<file path="config.mk">
export PLATFORM = sky130hd
export DESIGN_NAME = pixel_shifter
export DESIGN_NICKNAME = d
export VERILOG_FILES = /design/src/rtl/board_pkg.sv /design/src/rtl/ttl_pkg.sv /design/src/rtl/pixel_shifter.sv
export SDC_FILE = /design/constraint.sdc
export NUM_CORES = 1
export LEC_CHECK = 0
export BUFFER_PORTS_ARGS = -buffer_cell sky130_fd_sc_hd__buf_2
export CAP_MARGIN = 20
export CORE_UTILIZATION = 44
export DETAILED_ROUTE_END_ITERATION = 7
export GPL_TIMING_DRIVEN = 0
export PLACE_DENSITY = 0.75
export SYNTH_ARGS = -nofsm -noshare
export SYNTH_HDL_FRONTEND = slang
export SYNTH_SLANG_ARGS = --single-unit
</file>
<file path="constraint.sdc">
create_clock -name clk -period 0.9 [get_ports clk]
set_input_delay 0.045 -clock clk [delete_from_list [all_inputs] [get_ports clk]]
set_output_delay 0.045 -clock clk [all_outputs]
set_load 0.01 [all_outputs]
</file>
<file path="src/rtl/board_pkg.sv">
`default_nettype none

package board_pkg;

    ////////////////////////////////////////////////////////////
    // raster, shrunk for simulation

    localparam int H_TOTAL     = 64; // clocks per line
    localparam int H_VISIBLE   = 48; // six tiles across
    localparam int HSYNC_START = 52; // first sync clock
    localparam int HSYNC_END   = 56; // first clock after sync

    localparam int V_TOTAL   = 16; // lines per frame
    localparam int V_VISIBLE = 12; // lines before vblank

    ////////////////////////////////////////////////////////////
    // tile fetch

    localparam int TILE_W        = 8; // pixels per pattern byte
    localparam int PIXEL_LATENCY = 2; // beam position to pixel pin

    typedef logic [6:0] tile_addr_t; // {line[3:0], column[2:0]}
    typedef logic [7:0] pattern_t;   // msb is leftmost pixel
    typedef logic [3:0] color_t;     // palette index

    ////////////////////////////////////////////////////////////

endpackage

`default_nettype wire

</file>
<file path="src/rtl/ttl_pkg.sv">
`default_nettype none

package ttl_pkg;

    ////////////////////////////////////////////////////////////
    // pin-group widths of the 74-series and memory parts

    typedef logic [3:0]  nibble_t;   // one 161 counter or 157 slice
    typedef logic [7:0]  byte_t;     // octal parts, 273 and friends

    // 2016 static ram, 2k words
    typedef logic [10:0] ram_addr_t; // a10..a0

    localparam int RAM_DEPTH = 2048; // words per 2016

    ////////////////////////////////////////////////////////////

endpackage

`default_nettype wire
</file>
<file path="src/rtl/pixel_shifter.sv">
`default_nettype none

module pixel_shifter import ttl_pkg::*, board_pkg::*; (
    input  wire logic     clk,
    input  wire logic     cl_b,    // board reset
    input  wire byte_t    h_cnt,   // beam column
    input  wire pattern_t pattern, // pattern ram output
    input  wire color_t   color,   // colour ram output
    output color_t        pixel    // to the dac
);

    logic [$clog2(TILE_W)-1:0] phase; // clock within the tile
    logic [1:0] s;            // 194 mode pins s1,s0
    logic       load;         // parallel load this clock
    pattern_t   sreg;         // 194 contents
    color_t     held_col;     // tile colour, kept across shifts
    logic       sout;         // bit leaving the shifter
    color_t     cur_col;      // colour for that bit
    color_t     pix_d;        // 273 d inputs

    ////////////////////////////////////////////////////////////
    // 194 shift register

    // rams are valid one clock into the tile
    assign phase = h_cnt[$clog2(TILE_W)-1:0];
    assign s     = (phase == $bits(phase)'(1)) ? 2'b11 : 2'b01; // load or shift left
    assign load  = (s == 2'b11);

    always_ff @(posedge clk or negedge cl_b) begin
        if (!cl_b) begin
            sreg <= '0;
        end else begin
            case (s)
                2'b11:   sreg <= {pattern[TILE_W-2:0], 1'b0}; // msb goes out now
                2'b01:   sreg <= {sreg[TILE_W-2:0], 1'b0};    // toward msb
                default: sreg <= sreg;                        // hold
            endcase
        end
    end

    always_ff @(posedge clk) begin
        if (load) begin
            held_col <= color; // colour ram sampled with pattern
        end
    end

    // on load the ram msb bypasses the register
    assign sout    = load ? pattern[TILE_W-1] : sreg[TILE_W-1];
    assign cur_col = load ? color : held_col;
    assign pix_d   = sout ? cur_col : '0; // clear bit shows colour 0

    ////////////////////////////////////////////////////////////
    // 273 output latch

    always_ff @(posedge clk or negedge cl_b) begin
        if (!cl_b) begin
            pixel <= '0;
        end else begin
            pixel <= pix_d; // beam position plus 2
        end
    end

endmodule

`default_nettype wire

</file>
==> results.md <==
* Outcome: completed
* Drt pass-1 iters at 2
* Top area cells in the synthesized netlist: dfrtp_1 (46%), dfxtp_1 (13%), mux2_4 (13%), mux2_2 (9.4%), mux2i_1 (6.7%)
* Fin cells at 85
* Slowest-stage cell, CP: dfrtp_1
* Post-synthesis register bit count at 15
* R2r setup slk at 0.15 ns
* Startpoint Class: flip-flop
* Comb power frac at 16.3%
* Max FO, Critical Path at 1
* Worst path depth at 1
* Register-to-Register Path Depth at 1
* WL/cell at 11.5 um
* WHS Path Cells at 2
* Net Sw Power at 306 uW
* Syn Inst Count at 40
* Clk network pwr share at 26.3%
* Share of flip-flops with an asynchronous set or reset at 73.3%
* Drt initial violations at 3
* Post-Route Skew at 0.00509 ns
* CTS Buf Count at 3
* Critical Path, Cell by Cell: buf_2
* Gpl congestion at 0.728
* Sw frac at 22.3%
* Post-DP Area at 716 um2
* EDFF count, synth at 0
* FF-to-FF End: sreg[5]
* First-pass GRT wire length at 1.63 mm
* Core area at 0.00119 mm2
* Crit path time final at 0.818 ns
* Crit path kind: flip-flop to primary output
* Crit path largest cell delay at 0.37 ns
* Worst EP required at 0.85 ns
* Vias at 400
* Die Width at 38.9 um
* Final Hold Viols at 0
* Max H-tree Level at 1
* Number of I/O pins at 26
* Pin count of the biggest net entering global routing at 12
* Post-synth cell types at 9
* Fmax at 1220 MHz
* Worst-skew pair later-pin latency at 0.27 ns
* Final ANT Viol Nets at 0
* CP Capture Type: primary output
* Total gr overflow at 0
* Initial core utilization at 50.4%
* Vias/cell at 4.71
* Cell Area, Synth at 598 um2
* Max-slew violations at 0
* Max-cap violations at 0
* Initial antenna violation count at 0
* Leak at 0.406 nW
* Port buffer count at 20
* Bufs and invs on worst path at 1
* Hold Path Class: input pin to flip-flop
* Row count at 12
* Layout cells sized above 1 at 53.5%
* Least-Margin Pin Slew at 0.272 ns
* DRC Markers at 0
* Syn_nets at 62
* Final nets at 94
* Clock buffer depth at 2
* Inserted Diodes at 0
* Prevailing post-synth register cell: dfrtp_1
* Die area at 0.00151 mm2
* Synth warn at 0
* Mean Syn Cell Area at 15.0 um2
* Post-synthesis sequential area ratio at 59.4%
* Clock Sinks at 15
* Total Routed Length at 980 um
* CP top delay family: flip-flops
* Cell count after placement at 74
* RSZ-0062 raised after global routing: no
* DP HPWL at 718 um
* Power per Cell Area at 1700 mW/mm2
* Internal Power at 1.06 mW
* Maximum vdd drop at 0.878 mV
* Relative slew slack at 81.9%
* Gr usage total at 16.8%
* Area Overhead vs Synth at 34.9%
* # setup viols final at 0
* Vias in the first global route at 413
* Worst-path clk slew at 0.08 ns
* Hold Crit Endpoint: sreg[6]
* Die height at 38.9 um
* Finished Cell Area at 807 um2
* Sequential share of power at 57.4%
* Tcrit/Tclk final at 90.9%
* Total negative setup slack at 0 ns
* Post-synth top area cell: dfrtp_1
* Worst Hold Launch: pattern[5]
* Data arrival, critical path at 0.77 ns
* Post-synth top area share at 46.0%
* Most numerous cell in the Yosys netlist: dfrtp_1
* PostCTS Resize Cnt at 0
* CTS tree: built
* Worst R2R Start: sreg[4]
* Commonest cells in the netlist: dfrtp_1 (11), nand2_1 (8), mux2_2 (5), mux2_4 (5)
* Root buf cell: clkbuf_4
[routing by layer]
layer	track usage (%)	wire length, um	vias to the layer above
li1	-	-	195
met1	18.7	449	190
met2	28.7	473	13
met3	3.47	48	2
met4	10.3	9	0
met5	0	0	-
[placed cells by master, fill, tap and decap left out]
cell / instances
mux2_4: 5
buf_8: 1
and2_2: 1
dfxtp_1: 4
buf_4: 2
dfrtp_1: 11
clkbuf_4: 3
buf_2: 20
nor3b_4: 1
mux2_2: 5
dlygate4sd3_1: 5
nand2_1: 8
clkbuf_1: 1
mux2i_1: 4
[power groups by stage]
stage,Combinational (mW),Clock (mW),Sequential [mW]
detailed placement,0.204,0,0.801
CTS,0.227,0.378,0.786
global route,0.246,0.402,0.794
floorplan,0.109,0,0.804
global placement,0.198,0,0.797
finish,0.223,0.360,0.785
[layout make-up]
| class | instances | area, um2 |
|---|---|---|
| Buffer | 1 | 15.0 |
| Clock buffer | 4 | 26.3 |
| Fill cell | 106 | 379 |
| Multi-Input combinational cell | 24 | 228 |
| Sequential cell | 15 | 355 |
| Tap cell | 14 | 17.5 |
| Timing Repair Buffer | 27 | 165 |
[repair_timing]
item                                    4_1_cts  5_1_grt
buffers inserted                              2        0
endpoints found under the hold margin        15        0
endpoints found under the setup margin        3        0
hold buffers                                  5        0
[how the worst max path moves through the flow]
stage / startpoint / to
4_1_cts: pixel[1] / pixel[1]
3_5_place_dp: h_cnt[1] / sreg[6]
6_report: pixel[1] / pixel[1]
5_1_grt: pixel[2] / pixel[2]
2_1_floorplan: h_cnt[1] / sreg[2]
3_3_place_gp: h_cnt[1] / sreg[5]
[flip-flops by register name, summed over array words and instances, names as in the netlist]
register,count
sreg,7
pixel,4
held_col,4
[cell families after synthesis]
| logic type | after synthesis | synth area share [%] |
|---|---|---|
| flip-flops | 15 | 59.4 |
| multiplexers | 14 | 28.7 |
| AND/OR/NAND/NOR | 10 | 9.42 |
| buffers and inverters | 1 | 2.51 |
[per-stage QoR]
stage,power (mW),util (%),hold WS [ns],worst slack (ns)
after floorplan,0.913,-,-0.251,-0.0635
after global placement,0.995,60.3,-0.0806,-0.304
after detailed placement,1.00,60.3,-0.0753,-0.297
after CTS,1.39,68.0,0.00171,0.0689
after global routing,1.44,68.0,0.00260,0.0525
final,1.37,68.0,0.00815,0.0817
(Power assumes the default switching activity.)
