## config.mk

```make
export PLATFORM = sky130hd
export DESIGN_NAME = video_timing
export DESIGN_NICKNAME = d
export VERILOG_FILES = /design/src/rtl/board_pkg.sv /design/src/rtl/ttl_pkg.sv /design/src/rtl/video_timing.sv /design/src/rtl/ttl_161.sv
export SDC_FILE = /design/constraint.sdc
export NUM_CORES = 1
export LEC_CHECK = 0
export ABC_CLOCK_PERIOD_IN_PS = 2900
export BUFFER_PORTS_ARGS = -buffer_cell sky130_fd_sc_hd__buf_4
export CORE_AREA = 2 2 40 42
export DETAILED_ROUTE_END_ITERATION = 8
export DIE_AREA = 0 0 42 44
export PLACE_DENSITY = 0.78
export SYNTH_ARGS = -nofsm -noshare
export SYNTH_HDL_FRONTEND = slang
export SYNTH_HIERARCHICAL = 1
export SYNTH_SLANG_ARGS = --single-unit
```

## constraint.sdc

```tcl
create_clock -name clk -period 2.9 [get_ports clk]
set_input_delay 0.29 -clock clk [delete_from_list [all_inputs] [get_ports clk]]
set_output_delay 0.29 -clock clk [all_outputs]
set_load 0.05 [all_outputs]
```

## src/rtl/board_pkg.sv

```systemverilog
`default_nettype none

package board_pkg;

    ////////////////////////////////////////////////////////////
    // raster, shrunk for simulation

    localparam int H_TOTAL     = 64; // clocks per line
    localparam int H_VISIBLE   = 48; // six tiles across
    localparam int HSYNC_START = 52; // first sync clock
    localparam int HSYNC_END   = 56; // first clock after sync

    localparam int V_TOTAL   = 16; // lines per frame
    localparam int V_VISIBLE = 12; // lines before vblank

    ////////////////////////////////////////////////////////////
    // tile fetch

    localparam int TILE_W        = 8; // pixels per pattern byte
    localparam int PIXEL_LATENCY = 2; // beam position to pixel pin

    typedef logic [6:0] tile_addr_t; // {line[3:0], column[2:0]}
    typedef logic [7:0] pattern_t;   // msb is leftmost pixel
    typedef logic [3:0] color_t;     // palette index

    ////////////////////////////////////////////////////////////

endpackage

`default_nettype wire

```

## src/rtl/ttl_pkg.sv

```systemverilog
`default_nettype none

package ttl_pkg;

    ////////////////////////////////////////////////////////////
    // pin-group widths of the 74-series and memory parts

    typedef logic [3:0]  nibble_t;   // one 161 counter or 157 slice
    typedef logic [7:0]  byte_t;     // octal parts, 273 and friends

    // 2016 static ram, 2k words
    typedef logic [10:0] ram_addr_t; // a10..a0

    localparam int RAM_DEPTH = 2048; // words per 2016

    ////////////////////////////////////////////////////////////

endpackage

`default_nettype wire
```

## src/rtl/video_timing.sv

```systemverilog
`default_nettype none

module video_timing import ttl_pkg::*, board_pkg::*; (
    input  wire logic clk,
    input  wire logic cl_b,   // board reset
    output byte_t     h_cnt,  // pixel clock count in line
    output nibble_t   v_cnt,  // line count in frame
    output logic      hsync,
    output logic      hblank,
    output logic      vblank
);

    nibble_t h_lo;            // low horizontal chip
    nibble_t h_hi;            // high horizontal chip
    logic    ca_lo;           // ripple carry lo to hi
    logic    h_wrap;          // last clock of the line
    logic    v_wrap;          // last clock of the frame
    logic    h_ld_b;          // shared preset of both h chips
    logic    v_ld_b;

    ////////////////////////////////////////////////////////////
    // horizontal chain, two 161s

    assign h_cnt  = {h_hi, h_lo};
    assign h_wrap = (h_cnt == byte_t'(H_TOTAL - 1)); // terminal count decode
    assign h_ld_b = ~h_wrap;                          // preset to zero

    ttl_161 u_h_lo (
        .clk  (clk),
        .cl_b (cl_b),
        .ld_b (h_ld_b),
        .cep  (1'b1),          // free running
        .cet  (1'b1),
        .d    (nibble_t'(0)),
        .q    (h_lo),
        .ca   (ca_lo)
    );

    ttl_161 u_h_hi (
        .clk  (clk),
        .cl_b (cl_b),
        .ld_b (h_ld_b),
        .cep  (1'b1),
        .cet  (ca_lo),         // steps on lo rollover
        .d    (nibble_t'(0)),
        .q    (h_hi),
        .ca   ()               // no third stage
    );

    ////////////////////////////////////////////////////////////
    // vertical chip, stepped once per line

    assign v_wrap = h_wrap & (v_cnt == nibble_t'(V_TOTAL - 1));
    assign v_ld_b = ~v_wrap;

    ttl_161 u_v (
        .clk  (clk),
        .cl_b (cl_b),
        .ld_b (v_ld_b),
        .cep  (h_wrap),        // line wrap enables count
        .cet  (1'b1),
        .d    (nibble_t'(0)),
        .q    (v_cnt),
        .ca   ()
    );

    ////////////////////////////////////////////////////////////
    // window decode, straight off the counters

    assign hblank = (h_cnt >= byte_t'(H_VISIBLE));   // right border onward
    assign hsync  = (h_cnt >= byte_t'(HSYNC_START)) &&
                    (h_cnt <  byte_t'(HSYNC_END));   // 4 clocks inside hblank
    assign vblank = (v_cnt >= nibble_t'(V_VISIBLE)); // bottom lines

endmodule

`default_nettype wire

```

## src/rtl/ttl_161.sv

```systemverilog
`default_nettype none

module ttl_161 import ttl_pkg::*; (
    input  wire logic    clk,  // cp, rising edge
    input  wire logic    cl_b, // master reset, async
    input  wire logic    ld_b, // parallel enable, sync
    input  wire logic    cep,  // count enable parallel
    input  wire logic    cet,  // count enable trickle
    input  wire nibble_t d,    // preset data
    output nibble_t      q,    // counter outputs
    output logic         ca    // terminal count
);

    // carry only with trickle enable, so chips cascade
    assign ca = &{q, cet};

    always_ff @(posedge clk or negedge cl_b) begin
        if (!cl_b) begin
            q <= '0;              // clear overrides all
        end else if (!ld_b) begin
            q <= d;               // preset wins over count
        end else if (cep && cet) begin
            q <= q + 4'd1;        // both enables needed
        end
    end

    // hold otherwise

endmodule

`default_nettype wire

```

==> out/metrics.yaml, run 1 <==
route:
  wl_per_cell_um: 10.23
  num_vias: 638
  drtIter0Drc: 8
  avgViaCountPerCell: 4.797
  finalWirelength_mm: 1.361
  ant_nets: 0
  dr.pass1.iters: 4
  drcViolationCount: 0
yosys:
  synth_area_um2: 726.9
  synth.avg_cell_area_um2: 9.087
  ys_warn_count: 6
  syn-instance-count: 80
layout:
  most-common-layout-cells: "21 x conb_1, 16 x buf_4, 13 x nor2_1"
  stdcell_count: 133
  nets: 123
  area_growth_pct: 33.91
  fillers: 123
  mostFrequentLayoutCell: "conb_1"
  final_area_um2: 973.4
  antenna_cells: 0
  layout-drive-gt1-share: 0.2222
critical_path:
  crit_fanout: 6
  crit_start: "u_h_hi/q[0]"
  crit_type: "reg -> out"
  crit_required_ns: 2.61
  r2r-start: "u_h_lo/q[3]"
  cp-start-kind: "register"
  arrival_ns: 1.39
  end_kind: "output pin"
cts:
  cts_sinks: 12
  clock_path_buffers: 2
  cts_resized: 0
  cts_max_level: 1
  cts_root_buf: "clkbuf_4"
  clkLatencyLatePin_ns: 0.27
  cts.clk_slew.worst_paths_ns: 0.08
  cts_buffers: 3
  cts_tree: "done"
timing:
  fin_tns_setup_ns: 0
  setup-violations-final: 0
  fmax_mhz: 595.2
  whs_ns: 0.3900
  fin_skew_ns: 0.0008902
  worst_slew_pin_slew_ns: 0.5676
  period_share: 0.5794
  min_period_ns: 1.680
  slew_headroom: 0.6205
  maxSlewViolCount: 0
  hold_violations: 0
  rsz0062_at_grt: "false"
global_routing:
  grt_pass1_vias: 593
  grtUsageTotal: 0.1674
  antenna_found_initial: 0
  grt_max_degree: 17
  grt_pass1_wl_mm: 2.394
  gr-total-overflow: 0
outcome:
  status: "finished, final reports clean"
die:
  die_y_um: 44
  ios: 17
  start_util: 0.5123
  die_area_um2: 1848
  std_cell_rows: 14
  fp.dieW_um: 42
  core_um2: 1419
placement:
  gp_congestion: 0.7498
  dp_hpwl_mm: 1.044
  placed_cells: 128
  dpl_cell_area_um2: 927.1
  port_buffers: 16
flow_run:
  max-cap-violations: 0
pwr:
  powerDensity_nw_per_um2: 1197
  p_leak_nw: 0.4738
  vdd_drop_max_mv: 0.7953
  fin_total_pwr_mw: 1.165
worst_hold_path:
  min_path_type: "in -> async"
metal layers:
layer  vias to the layer above  routed length, um  GRT usage  share of wire
met2                        16                677     0.3063           0.50
met3                         2                 65    0.02500          0.048
met1                       286                613     0.2005           0.45
li1                        334                  -          -              -
met4                         0                  4    0.05806         0.0029
met5                         -                  0          0              0
power breakdown:
group          switching (mW)  total, mW  internal (mW)  leakage [nW]
logic                   0.441      0.663          0.222         0.313
registers               0.124      0.367          0.243         0.140
clock network          0.0584      0.135         0.0762        0.0210
total                   0.623       1.16          0.541         0.474
flip-flops by register name (all words and copies together) (netlist names):
register and flops:
u_h_hi/q 4, u_v/q 4, u_h_lo/q 4
repair_timing:
item,CTS,global route
endpoints found under the hold margin,12,0
hold buffers,1,0
setup buffers,0,0
endpoints found under the setup margin,0,0
final cells by class:
type                       instances  area (um^2)  area share
multi-input combinational         84        486.7      0.5000
sequential                        12        300.3      0.3085
timing repair buffer              17        130.1      0.1337
clock buffer                       4        36.28     0.03728
tap                               16        20.02     0.02057
critical path: stages (launching register included):
cell	delay [ns]
dfrtp_1	0.48
nand2_1	0.13
and4bb_2	0.31
buf_4	0.19
worst paths after layout:
kind / endpoint / slack [ns] / depth (start not counted)
worst min-delay path: u_v/q[3] / 0.39 / 2
worst min register to register: u_v/q[3] / 0.63 / 2
worst max-delay path: hsync / 1.22 / 3
max in group asynchronous: u_h_lo/q[0] / 2.36 / 2
min in group clk: u_v/q[3] / 0.63 / 2
worst max register to register: u_h_lo/q[1] / 1.30 / 4
through the flow:
step | worst slack [ns] | util
2_1_floorplan | 1.097 | -
3_3_place_gp | 1.343 | 0.6534
3_5_place_dp | 1.289 | 0.6534
4_1_cts | 1.228 | 0.6861
5_1_grt | 1.083 | 0.6861
6_report | 1.220 | 0.6861
No activity file was read; power rests on OpenSTA's default activity.
==> run 2: changes to the inputs <==
--- a/config.mk
+++ b/config.mk
@@ -5,12 +5,12 @@
 export SDC_FILE = /design/constraint.sdc
 export NUM_CORES = 1
 export LEC_CHECK = 0
-export ABC_CLOCK_PERIOD_IN_PS = 2900
+export ABC_CLOCK_PERIOD_IN_PS = 1500
 export BUFFER_PORTS_ARGS = -buffer_cell sky130_fd_sc_hd__buf_4
-export CORE_AREA = 2 2 40 42
+export CORE_AREA = 2 2 44 46
 export DETAILED_ROUTE_END_ITERATION = 8
-export DIE_AREA = 0 0 42 44
-export PLACE_DENSITY = 0.78
+export DIE_AREA = 0 0 46 48
+export PLACE_DENSITY = 0.69
 export SYNTH_ARGS = -nofsm -noshare
 export SYNTH_HDL_FRONTEND = slang
 export SYNTH_HIERARCHICAL = 1
==> constraint.sdc (replaced) <==
create_clock -name clk -period 1.5 [get_ports clk]
set_input_delay 0.15 -clock clk [delete_from_list [all_inputs] [get_ports clk]]
set_output_delay 0.15 -clock clk [all_outputs]
set_load 0.05 [all_outputs]
==> run 2 against run 1 <==
Against the previous run:
- die area up 19%
- clock-buffer cell count unchanged
- register-to-register slack got worse by 1.3 ns
- largest power group unchanged
==> out/metrics.yaml, run 2 (synthesis results as in run 1) <==
layout:
  nets: 133  # +8.1%
  fin_util: 0.6304  # -0.05570
  final_area_um2: 1065  # +9.4%
  area_growth_pct: 46.47
  layout-drive-gt1-share: 0.3465  # +0.1242
  antenna_cells: 0  # unchanged
  reg_top3: "u_h_hi/q: 4 flops, u_h_lo/q: 4 flops, u_v/q: 4 flops"
  most-common-layout-cells: "24 x buf_4, 21 x conb_1, 13 x nor2_1"
  fillers: 158  # +28%
  mostFrequentLayoutCell: "buf_4"
global_routing:
  gr-total-overflow: 0  # unchanged
  grt_pass1_vias: 566  # -4.6%
  grtUsageTotal: 0.1517  # -0.01572
  grt_pass1_wl_mm: 2.339  # -2.3%
  grt_max_degree: 13  # -4
  antenna_found_initial: 0  # unchanged
die:
  ios: 17  # unchanged
  core_um2: 1689  # +19%
  die_area_um2: 2208  # +19%
  die_y_um: 48  # +9.1%
  fp.dieW_um: 46  # +9.5%
  std_cell_rows: 15  # +1
  start_util: 0.4304  # -0.08198
critical_path:
  cp-start-kind: "register"
  crit_type: "reg -> out"
  arrival_ns: 1.32  # -0.07 ns
  crit_required_ns: 1.35  # -1.26 ns
  crit_fanout: 4  # -2
  cpMaxStageDelayCell: "dfrtp_2"
  crit_path_cell_trace: "nor2_4 > buf_6 > and4bb_2 > buf_8"
  end_kind: "output pin"
  r2r_cells: 5  # +1
  slowest_delay_ns: 0.44  # -0.04 ns
route:
  wl_per_cell_um: 10.66  # +4.2%
  drcViolationCount: 0  # unchanged
  num_vias: 659  # +3.3%
  ant_nets: 0  # unchanged
  finalWirelength_mm: 1.535  # +13%
  drtIter0Drc: 9  # +1
  avgViaCountPerCell: 4.576  # -4.6%
  dr.pass1.iters: 3  # -1
flow_run:
  max-cap-violations: 0  # unchanged
cts:
  cts.clk_slew.worst_paths_ns: 0.08  # about the same
  cts_max_level: 1  # unchanged
  clkLatencyLatePin_ns: 0.27  # about the same
  cts_buffers: 3  # unchanged
  clock_path_buffers: 2  # unchanged
  cts_root_buf: "clkbuf_4"
  cts_tree: "done"
  cts_sinks: 12  # unchanged
worst_hold_path:
  min_path_type: "in -> async"
timing:
  setup-violations-final: 0  # unchanged
  fin_tns_setup_ns: 0  # unchanged
  hold_violations: 0  # unchanged
  fmax_mhz: 680.4
  maxSlewViolCount: 0  # unchanged
  rsz0062_at_grt: "true"
  period_share: 0.9798
  fin_skew_ns: 0.003589  # +0.002699 ns
  min_period_ns: 1.470
outcome:
  status: "finished, final reports clean"
placement:
  dp_hpwl_mm: 1.151  # +10%
  gp_congestion: 0.7192  # -4.1%
  port_buffers: 16  # unchanged
  dpl_cell_area_um2: 1006  # +8.5%
pwr:
  vdd_drop_max_mv: 1.330  # +67%
  powerDensity_nw_per_um2: 2252  # +88%
  p_leak_nw: 0.5126  # +8.2%
-- run 2: changes by cell type in the layout (fill, tap and decap cells not counted), sizes merged --
cell / delta
buf: +10
-- run 2: path summary, 6_finish.rpt --
check | endpoint | from | slack, ns
max | hsync | u_h_hi/q[3] | 0.03
min | u_h_lo/q[0] | cl_b | 0.26
max reg2reg | u_v/q[3] | u_h_lo/q[0] | 0.03
min reg2reg | u_v/q[3] | u_v/q[3] | 0.62
max in group asynchronous | u_h_lo/q[1] | cl_b | 1.06
min in group clk | u_v/q[3] | u_v/q[3] | 0.62
-- run 2: power breakdown --
part	leakage, nW	internal [mW]	switching (mW)
clock	0.0150	0.103	0.110
combinational	0.365	0.567	0.975
sequential	0.133	0.489	0.155
total	0.513	1.16	1.24
-- run 2: through the flow --
stage                     hold slack [ns]  cells  total power [mW]  setup WS, ns
after floorplan                   -0.1456     99             1.631       0.01375
after global placement          0.0008407    138             2.138       0.06309
after detailed placement         0.005626    138             2.162       0.03352
after CTS                          0.2495    143             2.395      0.008871
after global routing               0.2596    144             2.541      -0.05096
final                              0.2557    144             2.398       0.03027
-- run 2: final cells by class --
type | instances | area [um^2] | area share
clock buffer | 4 | 26.28 | 0.02468
multi-input combinational | 84 | 491.7 | 0.4618
sequential | 12 | 309.0 | 0.2902
tap | 17 | 21.27 | 0.01998
timing repair buffer | 27 | 216.5 | 0.2033
-- run 2: repair_timing --
item | CTS | global route
pin swaps | 1 | 4
resized for setup | 2 | 3
hold buffers | 1 | 0
hold endpoints to repair | 12 | 0
endpoints found under the setup margin | 1 | 3
buffers inserted | 0 | 1
-- run 2: routing by layer --
metal / global-route usage / vias to the layer above / share of wire
met4: 0.08571 / 0 / 0.0078
met2: 0.2500 / 12 / 0.47
met3: 0.02642 / 2 / 0.053
li1: - / 360 / -
met5: 0 / - / 0
met1: 0.1868 / 285 / 0.47
-- run 2: worst max-delay path: cells and delay by family (launching register included) --
family                 cells  cell delay (ns)
DFF                        1             0.44
and+or+nand+nor            2             0.35
buffers and inverters      2             0.26
==> run 3: changes to the inputs <==
--- a/config.mk
+++ b/config.mk
@@ -5,12 +5,12 @@
 export SDC_FILE = /design/constraint.sdc
 export NUM_CORES = 1
 export LEC_CHECK = 0
-export ABC_CLOCK_PERIOD_IN_PS = 1500
+export ABC_CLOCK_PERIOD_IN_PS = 1850
 export BUFFER_PORTS_ARGS = -buffer_cell sky130_fd_sc_hd__buf_4
-export CORE_AREA = 2 2 44 46
+export CORE_AREA = 2 2 40 42
 export DETAILED_ROUTE_END_ITERATION = 8
-export DIE_AREA = 0 0 46 48
-export PLACE_DENSITY = 0.69
+export DIE_AREA = 0 0 42 44
+export PLACE_DENSITY = 0.78
 export SYNTH_ARGS = -nofsm -noshare
 export SYNTH_HDL_FRONTEND = slang
 export SYNTH_HIERARCHICAL = 1
==> constraint.sdc (replaced) <==
create_clock -name clk -period 1.85 [get_ports clk]
set_input_delay 0.185 -clock clk [delete_from_list [all_inputs] [get_ports clk]]
set_output_delay 0.185 -clock clk [all_outputs]
set_load 0.05 [all_outputs]
==> run 3 against run 2 <==
Against the previous run:
- combinational power fell by 31%
- utilization rose by 6.1 points
- first-iteration DRC count fell by 33%
- register-to-register slack improved by 0.26 ns
- sequential share of layout area rose by 1.6 points
- clock power rose by 4%
- cell count fell by 6.9%
- critical path depth fell by 1
- via count rose by 0.30%
- die area fell by 16%
- critical endpoint unchanged
- highest routed layer unchanged
==> out/metrics.yaml, run 3 (synthesis results as in run 1) <==
outcome:
  status: "finished, final reports clean"
die:
  die_area_um2: 1848  # -16%
  die_y_um: 44  # -8.3%
  ios: 17  # unchanged
  core_um2: 1419  # -16%
  fp.dieW_um: 42  # -8.7%
  start_util: 0.5123  # +0.08198
  std_cell_rows: 14  # -1
critical_path:
  end_kind: "output pin"
  cp.depth: 3  # -1
  crit_path_cell_trace: "nand2_1 > and4bb_2 > buf_4"
  crit_type: "reg -> out"
  cpMaxStageDelayCell: "dfrtp_1"
  cp-start-kind: "register"
  cp_top_family: "flip-flops"
  r2r_end: "u_v/q[3]"
  crit_fanout: 6  # +2
  r2r_cells: 5  # unchanged
  r2r_slack_ns: 0.29  # +0.26 ns
  r2r-start: "u_h_lo/q[0]"
  crit_required_ns: 1.66  # +0.31 ns
  crit_start: "u_h_hi/q[0]"
  slowest_delay_ns: 0.48  # +0.04 ns
  arrival_ns: 1.42  # +0.10 ns
  crit_buf_inv: 1  # -1
pwr:
  powerDensity_nw_per_um2: 1894  # -16%
  vdd_drop_max_mv: 1.093  # -18%
  switchingPower_mw: 1.004  # -19%
  p_comb_frac: 0.569  # -0.074
  p_leak_nw: 0.4780  # -6.8%
  p_int_uw: 854.1  # -26%
  p_sw_frac: 0.5402  # +0.02326
  power_frac_seq: 0.312  # +0.043
  clock_power_share: 0.120  # +0.031
global_routing:
  grt_pass1_wl_mm: 2.718  # +16%
  antenna_found_initial: 0  # unchanged
  grt_max_degree: 17  # +4
  grt_pass1_vias: 644  # +14%
  gr-total-overflow: 0  # unchanged
  grtUsageTotal: 0.2002  # +0.04850
cts:
  cts_max_level: 1  # unchanged
  clock_path_buffers: 2  # unchanged
  cts_tree: "done"
  cts_root_buf: "clkbuf_4"
  cts_resized: 0  # -2
  cts.clk_slew.worst_paths_ns: 0.09  # about the same
  clkLatencyLatePin_ns: 0.29  # +0.02 ns
  post-cts-setup-buffers: 0  # unchanged
  cts_buffers: 3  # unchanged
  cts_sinks: 12  # unchanged
worst_hold_path:
  min_path_type: "in -> async"
route:
  ant_nets: 0  # unchanged
  drcViolationCount: 0  # unchanged
  top_layer: "met4"
  drtIter0Drc: 6  # -3
  num_vias: 661  # +0.30%
  dr.pass1.iters: 4  # +1
  wl_met1_um: 600  # -17%
  wl_per_cell_um: 11.42  # +7.1%
  wl_met3_um: 61  # -25%
  finalWirelength_mm: 1.530  # -0.33%
  dr_wl_met2_um: 825  # +15%
  avgViaCountPerCell: 4.933  # +7.8%
timing:
  rsz0062_at_grt: "false"
  setup-violations-final: 0  # unchanged
  period_share: 0.8672
  min_period_ns: 1.604
  whs_ns: 0.2667  # +0.01095 ns
  setup_slack_ns: 0.2457  # +0.2154 ns
  fin_tns_setup_ns: 0  # unchanged
  fin_skew_ns: 0.009275  # +0.005686 ns
  maxSlewViolCount: 0  # unchanged
  fmax_mhz: 623.3
  hold_violations: 0  # unchanged
placement:
  dp_hpwl_mm: 1.154  # +0.26%
  pre_cts_ws_ns: 0.3062  # +0.2727 ns
  port_buffers: 16  # unchanged
  gp_congestion: 0.7509  # +4.4%
layout:
  layout-drive-gt1-share: 0.2288  # -0.1176
  nets: 124  # -6.8%
  mostFrequentLayoutCell: "conb_1"
  area_growth_pct: 34.94
  reg_top3: "u_h_hi/q: 4 flops, u_h_lo/q: 4 flops, u_v/q: 4 flops"
  antenna_cells: 0  # unchanged
  most-common-layout-cells: "21 x conb_1, 17 x buf_4, 13 x nor2_1"
  fin_util: 0.6914  # +0.06099
flow_run:
  max-cap-violations: 0  # unchanged
[run 3: cell count changes in the layout (fill, tap and decap cells not counted)]
cell,previous run,this run
nand2_2,2,0
dfrtp_1,5,12
nand2_1,4,6
clkbuf_8,0,1
buf_8,1,0
dfrtp_2,7,0
clkbuf_1,1,0
buf_4,24,17
buf_6,1,0
[run 3: worst max-delay path by stage]
stage | slack (ns) | endpoint
detailed placement | 0.31 | u_v/q[3]
finish | 0.25 | hsync
global route | 0.18 | hsync
global placement | 0.36 | u_v/q[3]
floorplan | 0.05 | u_v/q[3]
CTS | 0.24 | hsync
[run 3: area by class of cell]
type                       count  area (um^2)
sequential                    12        300.3
tap                           16        20.02
multi-input combinational     84        486.7
timing repair buffer          18        137.6
clock buffer                   4        36.28
fill                         121        437.9
[run 3: worst register-to-register path, cell delays in order (launching register included)]
cell and delay (ns):
dfrtp_1 0.45, and4_4 0.26, and3b_1 0.18, nand2_1 0.11, or3_1 0.33, a31oi_1 0.16
[run 3: layer usage]
| metal | track usage | vias to the layer above |
|---|---|---|
| li1 | - | 338 |
| met1 | 0.2084 | 306 |
| met3 | 0.02917 | 4 |
| met5 | 0 | - |
| met2 | 0.3719 | 13 |
| met4 | 0.1355 | 0 |
[run 3: timing repair]
item,CTS,global route
endpoints found under the setup margin,0,0
endpoints found under the hold margin,12,0
hold buffers,1,0
[run 3: stage by stage]
step	total power [mW]	cells	area (um^2)
global route	1.966	134	980.9
global placement	1.596	129	934.6
CTS	1.866	134	980.9
finish	1.858	134	980.9
floorplan	1.307	99	798.3
detailed placement	1.640	129	934.6
[run 3: power by group through the flow]
stage	combinational, mW	sequential [mW]	clock (mW)
2_1_floorplan	0.342	0.966	0
3_3_place_gp	1.03	0.569	0
3_5_place_dp	1.06	0.582	0
4_1_cts	1.06	0.578	0.226
5_1_grt	1.13	0.608	0.230
6_report	1.06	0.579	0.222
